File: config.mk
export PLATFORM = sky130hd
export DESIGN_NAME = state_cache_top
export DESIGN_NICKNAME = d
export VERILOG_FILES = /design/src/logic/scache_pkg.sv /design/src/logic/state_cache_top.sv /design/src/logic/delete_queue.sv /design/src/logic/lookup_pipeline.sv /design/src/logic/hash_table.sv /design/src/logic/id_allocator.sv
export VERILOG_INCLUDE_DIRS = /design/src /design/src/logic
export SDC_FILE = /design/constraint.sdc
export NUM_CORES = 2
export LEC_CHECK = 0
export ABC_CLOCK_PERIOD_IN_PS = 4000
export BUFFER_PORTS_ARGS = -buffer_cell sky130_fd_sc_hd__buf_4
export CAP_MARGIN = 20
export CELL_PAD_IN_SITES_DETAIL_PLACEMENT = 0
export CELL_PAD_IN_SITES_GLOBAL_PLACEMENT = 1
export CORE_MARGIN = 4
export CORE_UTILIZATION = 45
export CTS_CLUSTER_SIZE = 28
export DETAILED_ROUTE_END_ITERATION = 8
export PLACE_DENSITY = 0.76
export SLEW_MARGIN = 15
export SYNTH_ARGS = -nofsm -noshare
export SYNTH_HDL_FRONTEND = slang
export SYNTH_SLANG_ARGS = --single-unit
File: constraint.sdc
create_clock -name clk -period 4 [get_ports clk]
set_input_delay 0.2 -clock clk [delete_from_list [all_inputs] [get_ports clk]]
set_output_delay 0.2 -clock clk [all_outputs]
set_load 0.005 [all_outputs]
File: src/logic/scache_macros.svh
`ifndef SCACHE_MACROS_SVH
`define SCACHE_MACROS_SVH

// ------------------------------
// Datapath widths
// ------------------------------

// Flow key presented by a lookup
`define SCACHE_KEY_WID 16

// State ID, one per tracked flow
`define SCACHE_ID_WID 4

// Slot index of the direct-mapped table
`define SCACHE_IDX_WID 5

// Width of each statistics counter
`define SCACHE_CNT_WID 16

// ------------------------------
// Derived sizes and flow control
// ------------------------------

`define SCACHE_NUM_IDS (1 << `SCACHE_ID_WID)
`define SCACHE_NUM_SLOTS (1 << `SCACHE_IDX_WID)

// Credits owned by the delete requester, also the delete queue depth
`define SCACHE_DEL_CREDITS 4

`endif
File: src/logic/scache_pkg.sv
`default_nettype none

`include "scache_macros.svh"

package scache_pkg;

    typedef logic [`SCACHE_KEY_WID-1:0] key_t;
    typedef logic [`SCACHE_ID_WID-1:0]  id_t;
    typedef logic [`SCACHE_IDX_WID-1:0] idx_t;

    // Lookup outcome
    typedef enum logic [1:0] {
        LS_NONE,
        LS_HIT,
        LS_NEW,
        LS_FAIL
    } lookup_status_e;

    // Init walk of the table and the free list
    typedef enum logic {
        ST_INIT,
        ST_RUN
    } init_state_e;

    typedef struct packed {
        logic valid;
        key_t key;
    } lookup_req_t;

    typedef struct packed {
        logic           valid;
        lookup_status_e status;
        id_t            id;
    } lookup_rsp_t;

    typedef struct packed {
        logic valid;
        key_t key;
        id_t  id;
    } tbl_entry_t;

    typedef struct packed {
        logic       en;
        idx_t       idx;
        tbl_entry_t entry;
    } tbl_wr_t;

    typedef struct packed {
        logic valid;
        id_t  id;
    } del_req_t;

    typedef struct packed {
        logic [`SCACHE_CNT_WID-1:0] req_cnt;
        logic [`SCACHE_CNT_WID-1:0] hit_cnt;
        logic [`SCACHE_CNT_WID-1:0] new_cnt;
        logic [`SCACHE_CNT_WID-1:0] fail_cnt;
    } stats_t;

    // Folding hash, three 5-bit slices and the top bit
    function automatic idx_t slot_hash(input key_t key);
        return key[4:0] ^ key[9:5] ^ key[14:10] ^ idx_t'(key[15]);
    endfunction

endpackage

`default_nettype wire

File: src/logic/state_cache_top.sv
`timescale 1ns/1ps
`default_nettype none

`include "scache_macros.svh"

module state_cache_top (
    input  wire                            clk,
    input  wire                            htable_srst,
    input  wire  scache_pkg::lookup_req_t  i_lookup,
    input  wire  scache_pkg::del_req_t     i_del,
    output scache_pkg::lookup_rsp_t        o_lookup_rsp,
    output logic                           o_del_credit,
    output scache_pkg::stats_t             o_stats,
    output logic [`SCACHE_ID_WID:0]        o_fill,
    output logic                           o_init_done
);

    scache_pkg::idx_t       rd_idx;
    scache_pkg::tbl_entry_t rd_entry;
    scache_pkg::idx_t       rd_idx_del;
    scache_pkg::tbl_entry_t rd_entry_del;
    scache_pkg::tbl_wr_t    ins_wr;
    scache_pkg::tbl_wr_t    del_wr;
    logic                   alloc;
    scache_pkg::key_t       alloc_key;
    logic                   avail;
    scache_pkg::id_t        alloc_id;
    scache_pkg::del_req_t   free_req;
    scache_pkg::key_t       free_key;
    logic                   free_hit;
    logic                   tbl_ready;
    logic                   alloc_ready;

    lookup_pipeline u_lookup_pipeline (
        .clk           (clk),
        .htable_srst   (htable_srst),
        .i_lookup      (i_lookup),
        .o_lookup_rsp  (o_lookup_rsp),
        .o_rd_idx      (rd_idx),
        .i_rd_entry    (rd_entry),
        .o_wr          (ins_wr),
        .o_alloc       (alloc),
        .o_alloc_key   (alloc_key),
        .i_avail       (avail),
        .i_alloc_id    (alloc_id),
        .i_tbl_ready   (tbl_ready),
        .i_alloc_ready (alloc_ready),
        .o_stats       (o_stats),
        .o_init_done   (o_init_done)
    );

    hash_table u_hash_table (
        .clk         (clk),
        .htable_srst (htable_srst),
        .i_rd_idx    (rd_idx),
        .o_rd_entry  (rd_entry),
        .i_rd_idx2   (rd_idx_del),
        .o_rd_entry2 (rd_entry_del),
        .i_wr        (ins_wr),
        .i_wr_del    (del_wr),
        .o_ready     (tbl_ready)
    );

    id_allocator u_id_allocator (
        .clk         (clk),
        .htable_srst (htable_srst),
        .i_alloc     (alloc),
        .i_alloc_key (alloc_key),
        .o_avail     (avail),
        .o_alloc_id  (alloc_id),
        .i_free      (free_req),
        .o_free_key  (free_key),
        .o_free_hit  (free_hit),
        .o_fill      (o_fill),
        .o_ready     (alloc_ready)
    );

    // Insert write also marks the cycle as busy for the delete path
    delete_queue u_delete_queue (
        .clk             (clk),
        .htable_srst     (htable_srst),
        .i_del           (i_del),
        .o_del_credit    (o_del_credit),
        .i_ins_busy      (ins_wr.en),
        .o_free          (free_req),
        .i_free_key      (free_key),
        .i_free_hit      (free_hit),
        .i_rd_entry_slot (rd_entry_del),
        .o_rd_idx_del    (rd_idx_del),
        .o_wr_del        (del_wr)
    );

endmodule

`default_nettype wire

File: src/logic/delete_queue.sv
`timescale 1ns/1ps
`default_nettype none

`include "scache_macros.svh"

module delete_queue (
    input  wire                          clk,
    input  wire                          htable_srst,
    input  wire  scache_pkg::del_req_t   i_del,
    output logic                         o_del_credit,
    input  wire                          i_ins_busy,
    output scache_pkg::del_req_t         o_free,
    input  wire  scache_pkg::key_t       i_free_key,
    input  wire                          i_free_hit,
    input  wire  scache_pkg::tbl_entry_t i_rd_entry_slot,
    output scache_pkg::idx_t             o_rd_idx_del,
    output scache_pkg::tbl_wr_t          o_wr_del
);

    localparam int PTR_WID = $clog2(`SCACHE_DEL_CREDITS) + 1;

    typedef enum logic [1:0] {
        DQ_IDLE,
        DQ_READ,
        DQ_CHECK
    } dq_state_e;

    scache_pkg::id_t    q_mem [`SCACHE_DEL_CREDITS];
    logic [PTR_WID-1:0] wr_ptr;
    logic [PTR_WID-1:0] rd_ptr;
    logic               q_empty;
    dq_state_e          state;
    scache_pkg::id_t    del_id;
    logic               del_hit;
    scache_pkg::idx_t   del_idx;
    logic               issue;
    logic               clr_needed;
    logic               done;

    // Credits keep the queue from overflowing
    always_ff @(posedge clk) begin
        if (i_del.valid) begin
            q_mem[wr_ptr[PTR_WID-2:0]] <= i_del.id;
        end
    end

    assign q_empty = (wr_ptr == rd_ptr);

    // Free the oldest ID only while no insert owns the write port
    assign issue       = (state == DQ_IDLE) && !q_empty && !i_ins_busy;
    assign o_free.valid = issue;
    assign o_free.id    = q_mem[rd_ptr[PTR_WID-2:0]];

    // Slot must still hold the freed ID
    assign clr_needed = del_hit && i_rd_entry_slot.valid && (i_rd_entry_slot.id == del_id);
    assign done       = (state == DQ_CHECK) && (!clr_needed || !i_ins_busy);

    assign o_rd_idx_del   = del_idx;
    assign o_wr_del.en    = (state == DQ_CHECK) && clr_needed && !i_ins_busy;
    assign o_wr_del.idx   = del_idx;
    assign o_wr_del.entry = '0;

    // ------------------------------
    // Delete FSM and queue pointers
    // ------------------------------
    always_ff @(posedge clk) begin
        if (htable_srst) begin
            state        <= DQ_IDLE;
            wr_ptr       <= '0;
            rd_ptr       <= '0;
            o_del_credit <= 1'b0;
        end else begin
            o_del_credit <= done;
            if (i_del.valid) begin
                wr_ptr <= wr_ptr + 1'b1;
            end
            case (state)
                DQ_IDLE: begin
                    if (issue) begin
                        rd_ptr <= rd_ptr + 1'b1;
                        state  <= DQ_READ;
                    end
                end
                DQ_READ:  state <= DQ_CHECK;
                DQ_CHECK: begin
                    if (done) begin
                        state <= DQ_IDLE;
                    end
                end
                default:  state <= DQ_IDLE;
            endcase
        end
    end

    // Context of the delete in flight
    always_ff @(posedge clk) begin
        if (issue) begin
            del_id  <= o_free.id;
            del_hit <= i_free_hit;
            del_idx <= scache_pkg::slot_hash(i_free_key);
        end
    end

endmodule

`default_nettype wire

File: src/logic/lookup_pipeline.sv
`timescale 1ns/1ps
`default_nettype none

module lookup_pipeline (
    input  wire                            clk,
    input  wire                            htable_srst,
    input  wire  scache_pkg::lookup_req_t  i_lookup,
    output scache_pkg::lookup_rsp_t        o_lookup_rsp,
    output scache_pkg::idx_t               o_rd_idx,
    input  wire  scache_pkg::tbl_entry_t   i_rd_entry,
    output scache_pkg::tbl_wr_t            o_wr,
    output logic                           o_alloc,
    output scache_pkg::key_t               o_alloc_key,
    input  wire                            i_avail,
    input  wire  scache_pkg::id_t          i_alloc_id,
    input  wire                            i_tbl_ready,
    input  wire                            i_alloc_ready,
    output scache_pkg::stats_t             o_stats,
    output logic                           o_init_done
);

    logic                       s1_valid;
    scache_pkg::key_t           s1_key;
    logic                       s2_valid;
    scache_pkg::key_t           s2_key;
    scache_pkg::idx_t           s2_idx;
    logic                       key_match;
    scache_pkg::lookup_status_e status;

    always_ff @(posedge clk) begin
        if (htable_srst) begin
            o_init_done <= 1'b0;
        end else begin
            o_init_done <= i_tbl_ready && i_alloc_ready;
        end
    end

    // ------------------------------
    // Stage 1 and 2 registers
    // ------------------------------
    // Requests before init_done are dropped here
    always_ff @(posedge clk) begin
        if (htable_srst) begin
            s1_valid <= 1'b0;
            s2_valid <= 1'b0;
        end else begin
            s1_valid <= i_lookup.valid && o_init_done;
            s2_valid <= s1_valid;
        end
    end

    always_ff @(posedge clk) begin
        s1_key <= i_lookup.key;
        s2_key <= s1_key;
        s2_idx <= o_rd_idx;
    end

    assign o_rd_idx = scache_pkg::slot_hash(s1_key);

    // ------------------------------
    // Classify the slot contents
    // ------------------------------
    always_comb begin
        key_match = i_rd_entry.valid && (i_rd_entry.key == s2_key);
        if (!s2_valid) begin
            status = scache_pkg::LS_NONE;
        end else if (key_match) begin
            status = scache_pkg::LS_HIT;
        end else if (!i_rd_entry.valid && i_avail) begin
            status = scache_pkg::LS_NEW;
        end else begin
            // Collision or no free ID
            status = scache_pkg::LS_FAIL;
        end
    end

    // Insert pops the allocator and writes the slot at the same edge
    assign o_alloc     = (status == scache_pkg::LS_NEW);
    assign o_alloc_key = s2_key;

    always_comb begin
        o_wr.en          = o_alloc;
        o_wr.idx         = s2_idx;
        o_wr.entry.valid = 1'b1;
        o_wr.entry.key   = s2_key;
        o_wr.entry.id    = i_alloc_id;
    end

    always_ff @(posedge clk) begin
        if (htable_srst) begin
            o_lookup_rsp <= '0;
        end else begin
            o_lookup_rsp.valid  <= s2_valid;
            o_lookup_rsp.status <= status;
            case (status)
                scache_pkg::LS_HIT: o_lookup_rsp.id <= i_rd_entry.id;
                scache_pkg::LS_NEW: o_lookup_rsp.id <= i_alloc_id;
                default:            o_lookup_rsp.id <= '0;
            endcase
        end
    end

    // Request, tracked-existing, tracked-new and not-tracked counts
    always_ff @(posedge clk) begin
        if (htable_srst) begin
            o_stats <= '0;
        end else if (s2_valid) begin
            o_stats.req_cnt <= o_stats.req_cnt + 1'b1;
            case (status)
                scache_pkg::LS_HIT:  o_stats.hit_cnt  <= o_stats.hit_cnt + 1'b1;
                scache_pkg::LS_NEW:  o_stats.new_cnt  <= o_stats.new_cnt + 1'b1;
                default:             o_stats.fail_cnt <= o_stats.fail_cnt + 1'b1;
            endcase
        end
    end

endmodule

`default_nettype wire

File: src/logic/hash_table.sv
`timescale 1ns/1ps
`default_nettype none

`include "scache_macros.svh"

module hash_table (
    input  wire                          clk,
    input  wire                          htable_srst,
    input  wire  scache_pkg::idx_t       i_rd_idx,
    output scache_pkg::tbl_entry_t       o_rd_entry,
    input  wire  scache_pkg::idx_t       i_rd_idx2,
    output scache_pkg::tbl_entry_t       o_rd_entry2,
    input  wire  scache_pkg::tbl_wr_t    i_wr,
    input  wire  scache_pkg::tbl_wr_t    i_wr_del,
    output logic                         o_ready
);

    scache_pkg::tbl_entry_t  mem [`SCACHE_NUM_SLOTS];
    scache_pkg::init_state_e state;
    scache_pkg::idx_t        clr_idx;
    scache_pkg::tbl_wr_t     wr_sel;

    // ------------------------------
    // Clear walk over all slots
    // ------------------------------
    always_ff @(posedge clk) begin
        if (htable_srst) begin
            state   <= scache_pkg::ST_INIT;
            clr_idx <= '0;
        end else if (state == scache_pkg::ST_INIT) begin
            clr_idx <= clr_idx + 1'b1;
            if (clr_idx == scache_pkg::idx_t'(`SCACHE_NUM_SLOTS - 1)) begin
                state <= scache_pkg::ST_RUN;
            end
        end
    end

    assign o_ready = (state == scache_pkg::ST_RUN);

    // Single write port, inserts take priority over deletes
    always_comb begin
        wr_sel = i_wr.en ? i_wr : i_wr_del;
        if (!o_ready) begin
            wr_sel.en = 1'b0;
        end
    end

    always_ff @(posedge clk) begin
        if (!o_ready) begin
            mem[clr_idx] <= '0;
        end else if (wr_sel.en) begin
            mem[wr_sel.idx] <= wr_sel.entry;
        end
    end

    // Read data with bypass of a write to the same slot in the same cycle
    function automatic scache_pkg::tbl_entry_t read_fwd(input scache_pkg::idx_t idx);
        if (wr_sel.en && (wr_sel.idx == idx)) begin
            return wr_sel.entry;
        end
        return mem[idx];
    endfunction

    // ------------------------------
    // Synchronous read ports
    // ------------------------------
    always_ff @(posedge clk) begin
        o_rd_entry  <= read_fwd(i_rd_idx);
        o_rd_entry2 <= read_fwd(i_rd_idx2);
    end

endmodule

`default_nettype wire

File: src/logic/id_allocator.sv
`timescale 1ns/1ps
`default_nettype none

`include "scache_macros.svh"

module id_allocator (
    input  wire                          clk,
    input  wire                          htable_srst,
    input  wire                          i_alloc,
    input  wire  scache_pkg::key_t       i_alloc_key,
    output logic                         o_avail,
    output scache_pkg::id_t              o_alloc_id,
    input  wire  scache_pkg::del_req_t   i_free,
    output scache_pkg::key_t             o_free_key,
    output logic                         o_free_hit,
    output logic [`SCACHE_ID_WID:0]      o_fill,
    output logic                         o_ready
);

    localparam int PTR_WID = `SCACHE_ID_WID + 1;

    scache_pkg::id_t            free_mem [`SCACHE_NUM_IDS];
    scache_pkg::key_t           key_mem  [`SCACHE_NUM_IDS];
    logic [`SCACHE_NUM_IDS-1:0] in_use;
    logic [PTR_WID-1:0]         wr_ptr;
    logic [PTR_WID-1:0]         rd_ptr;
    scache_pkg::init_state_e    state;
    scache_pkg::id_t            init_id;
    logic                       push;
    scache_pkg::id_t            push_id;
    logic                       pop;

    // ------------------------------
    // Free list init walk
    // ------------------------------
    always_ff @(posedge clk) begin
        if (htable_srst) begin
            state   <= scache_pkg::ST_INIT;
            init_id <= '0;
        end else if (state == scache_pkg::ST_INIT) begin
            init_id <= init_id + 1'b1;
            if (init_id == scache_pkg::id_t'(`SCACHE_NUM_IDS - 1)) begin
                state <= scache_pkg::ST_RUN;
            end
        end
    end

    assign o_ready = (state == scache_pkg::ST_RUN);

    // Walk pushes IDs 0..15, later only freed IDs go back to the tail
    assign push    = !o_ready || o_free_hit;
    assign push_id = o_ready ? i_free.id : init_id;
    assign pop     = i_alloc && o_avail;

    assign o_avail    = o_ready && (wr_ptr != rd_ptr);
    assign o_alloc_id = free_mem[rd_ptr[PTR_WID-2:0]];

    // Free response is combinational from the requested ID
    assign o_free_key = key_mem[i_free.id];
    assign o_free_hit = o_ready && i_free.valid && in_use[i_free.id];

    // ------------------------------
    // Pointers, in-use bits, fill
    // ------------------------------
    always_ff @(posedge clk) begin
        if (htable_srst) begin
            wr_ptr <= '0;
            rd_ptr <= '0;
            in_use <= '0;
            o_fill <= '0;
        end else begin
            if (push) begin
                wr_ptr <= wr_ptr + 1'b1;
            end
            if (pop) begin
                rd_ptr             <= rd_ptr + 1'b1;
                in_use[o_alloc_id] <= 1'b1;
            end
            if (o_free_hit) begin
                in_use[i_free.id] <= 1'b0;
            end
            case ({pop, o_free_hit})
                2'b10:   o_fill <= o_fill + 1'b1;
                2'b01:   o_fill <= o_fill - 1'b1;
                default: o_fill <= o_fill;
            endcase
        end
    end

    // Free list storage and the key of every allocated ID
    always_ff @(posedge clk) begin
        if (push) begin
            free_mem[wr_ptr[PTR_WID-2:0]] <= push_id;
        end
        if (pop) begin
            key_mem[o_alloc_id] <= i_alloc_key;
        end
    end

endmodule

`default_nettype wire

==> flow_metrics.env <==
export IMPL_p_per_area_nw_per_um2=540
export IMPL_port_buffers=101
export IMPL_fin_crit_sh_pct=93.5
export IMPL_yosysMostFrequentCell="edfxtp_1"
export IMPL_utilization_pct=52.5
export IMPL_hp_start="htable_srst"
export IMPL_tightest_slew_ns=1.16
export IMPL_synth_largest_area_cell="edfxtp_1"
export IMPL_setup_violations=0
export IMPL_dieWidth_um=340
export IMPL_swShare_pct=25.5
export IMPL_p_clk_share_pct=37.0
export IMPL_fin_worst_skew_ns=0.0291
export IMPL_synth_seq_cells=1235
export IMPL_grt_pass1_wl_um=180000
export IMPL_avgSynthCellArea_um2=16.8
export IMPL_hpwl_um=76600
export IMPL_netlist_instances=2952
export IMPL_critPathCaptureType="flip-flop"
export IMPL_grt_max_degree=140
export IMPL_viasPerCell=5.83
export IMPL_syn_to_final_growth_pct=15.6
export IMPL_post_synth_top_area_fraction_pct=61.7
export IMPL_dieArea_um2=115000
export IMPL_drive_above_1_share_pct=24.1
export IMPL_p_leak_uw=0.0181
export IMPL_critical_path_top_delay_family="multiplexers"
export IMPL_antenna_found_initial=1
export IMPL_ys_flop_type="edfxtp_1"
export IMPL_synth_area_leaders="edfxtp_1, mux4_2, dfxtp_1"
export IMPL_final_hold_violation_count=0
export IMPL_synth_edf_count=1018
export IMPL_hold_path_class="in -> reg"
export IMPL_setup_slack_ns=0.261
export IMPL_outcome="finished, final reports clean"
export IMPL_ant_nets=0
export IMPL_gr_usage_all_layers_pct=20.7
export IMPL_slew_viol_final=0
export IMPL_post_route_drc_count=0
export IMPL_clkTransAtPathRegs_ns=0.06
export IMPL_required_ns=4.62
export IMPL_cts_tree="done"
export IMPL_clk_latency_ns=0.71
export IMPL_wl_per_cell_um=25.6
export IMPL_cp_buffers_inverters=0
export IMPL_drt_first_pass_iters=5
export IMPL_max_freq_ghz=0.267
export IMPL_synth_cell_types=59
export IMPL_preCtsSetupSlack_ns=0.151
export IMPL_drt_iter0_drc=2965
export IMPL_clockBufferDepth=3
export IMPL_slowest_stage="mux4_4"
export IMPL_io_pins=102
export IMPL_htree_levels=3
export IMPL_path_class="reg -> reg"
export IMPL_crit_chain="mux4_4 > mux4_2 > nor3_2 > nor3_2 > ha_1 > xor2_1 > ha_1 > o21ai_0 > a21oi_1 > a21oi_1 > xor2_1 > or3_1 > a21oi_1"
export IMPL_fillers=8621
export IMPL_synthTopCellsByCount="edfxtp_1, mux4_2, nand2_1"
export IMPL_cts_root_buffer="clkbuf_16"
export IMPL_dp_cells=4465
export IMPL_numCtsBuffers=117
export IMPL_fin_nets=3240
export IMPL_yosys_warnings=0
export IMPL_crit_top_cell="a21oi_1"
export IMPL_pwr_share_comb_pct=16.2
export IMPL_rsz0062_at_grt="no"
export IMPL_switching_power_uw=7880
export IMPL_slowest_delay_ns=0.79
export IMPL_grt_pass1_vias=27900
export IMPL_cp_max_fo=10
export IMPL_cts_sinks=1235
export IMPL_coreArea_um2=109000
export IMPL_syn_num_nets=2997
export IMPL_crit_arrival_ns=4.36
export IMPL_period_needed_ns=3.74
export IMPL_wl_um=121000
export IMPL_die_y_um=340
export IMPL_synth_seq_area_share_pct=70.5
export IMPL_fin_cells=4712
export IMPL_initial_utilization_pct=45.4
export IMPL_synthArstFlopShare_pct=0
export IMPL_maxCapViolations=0
export IMPL_seq_power_share_pct=46.8
export IMPL_critical_path_startpoint_type="flip-flop"
export IMPL_tns_ns=0
export IMPL_gp_congestion=0.872
export IMPL_p_total_uw=30900
export IMPL_vdd_drop_max_mv=0.412
export IMPL_grt_overflow=0
export IMPL_std_cell_rows=121
export IMPL_p_int_uw=23100
export IMPL_syn_area_um2=49500
export IMPL_num_vias=27500
export IMPL_slew_headroom_pct=22.5
==> sequential cells by signal, indices dropped and copies added, names as in the netlist, 16 cells and up, named ones only <==
name	cells
u_delete_queue.q_mem	16
u_lookup_pipeline.o_stats	64
u_lookup_pipeline.o_alloc_key	16
u_lookup_pipeline.s1_key	16
u_id_allocator.free_mem	64
u_hash_table.mem	672
u_id_allocator.key_mem	256
u_id_allocator.in_use	16
==> per-stage QoR <==
step           area (um^2)  hold slack, ns
6_report             57300           0.122
5_1_grt              57300           0.114
4_1_cts              57200          0.0877
3_5_place_dp         53000           0.306
3_3_place_gp         52900           0.306
2_1_floorplan        49500           0.228
==> area by class of cell <==
class	instances	area (um^2)	share of cell area [%]
antenna	1	2.50	0.00437
clock buffer	154	3190	5.57
tap	1414	1770	3.09
inverter	28	110	0.192
sequential	1235	34900	61.0
multi-input combinational	1527	14000	24.4
timing repair buffer	286	2500	4.36
clock inverter	67	825	1.44
==> cells by family (layout without fill, tap and decap cells) <==
logic type	Yosys count	in the layout	share of synthesized area, %
other	0	1	0
muxes	426	426	15.3
adders and majority gates	21	21	0.531
xor gates and xnor gates	108	108	1.91
buffers and inverters	190	535	1.69
and+or+nand+nor	701	701	6.72
AOI/OAI and AO/OA	271	271	3.35
DFF	1235	1235	70.5
==> worst paths after layout <==
| path | to | slack [ns] | depth (start not counted) |
|---|---|---|---|
| max | u_id_allocator.o_fill[4] | 0.26 | 13 |
| min | u_lookup_pipeline.o_stats[60] | 0.12 | 2 |
| max reg2reg | u_id_allocator.o_fill[4] | 0.26 | 13 |
| min reg2reg | u_lookup_pipeline.o_alloc_key[13] | 0.41 | 0 |
==> what timing repair did <==
item / in CTS / in global routing
setup buffers: 0 / 0
endpoints found under the setup margin: 0 / 1
hold endpoints to repair: 35 / 0
hold buffers: 22 / 0
resized for setup: 0 / 1
==> power groups by stage <==
| stage | Sequential, uW | Clock [uW] | Combinational [uW] |
|---|---|---|---|
| 3_5_place_dp | 14700 | 0 | 5010 |
| 2_1_floorplan | 14600 | 0 | 3660 |
| 3_3_place_gp | 14700 | 0 | 4930 |
| 5_1_grt | 14500 | 12200 | 5380 |
| 6_report | 14500 | 11500 | 5010 |
| 4_1_cts | 14500 | 11600 | 5060 |
==> per-layer routing <==
metal | GRT usage (%) | routed length, um | vias up
li1 | - | - | 12000
met1 | 28.8 | 49800 | 14200
met2 | 33.3 | 57900 | 1108
met3 | 4.44 | 10000 | 158
met4 | 5.42 | 2730 | 0
met5 | 0 | 0 | -
==> worst register-to-register path: stages (launching register included) <==
cell and delay [ns]:
dfxtp_1 0.42, mux4_4 0.79, mux4_2 0.50, nor3_2 0.26
nor3_2 0.13, ha_1 0.22, xor2_1 0.15, ha_1 0.22
o21ai_0 0.17, a21oi_1 0.09, a21oi_1 0.18, xor2_1 0.09
or3_1 0.30, a21oi_1 0.15
==> placed cells by master, fill, tap and decap left out, types with 29 or more instances in the layout <==
master	instances
nor2_2	42
nand3_1	83
edfxtp_1	1018
xnor2_1	57
mux2i_1	139
nand2_1	247
and3_1	41
a21oi_1	127
nor2_1	104
buf_4	236
dfxtp_1	217
xor2_1	46
nor2b_1	42
a211oi_1	29
clkbuf_1	29
mux4_2	261
clkbuf_16	121
o21ai_0	45
Power figures use the tool's default switching activity.
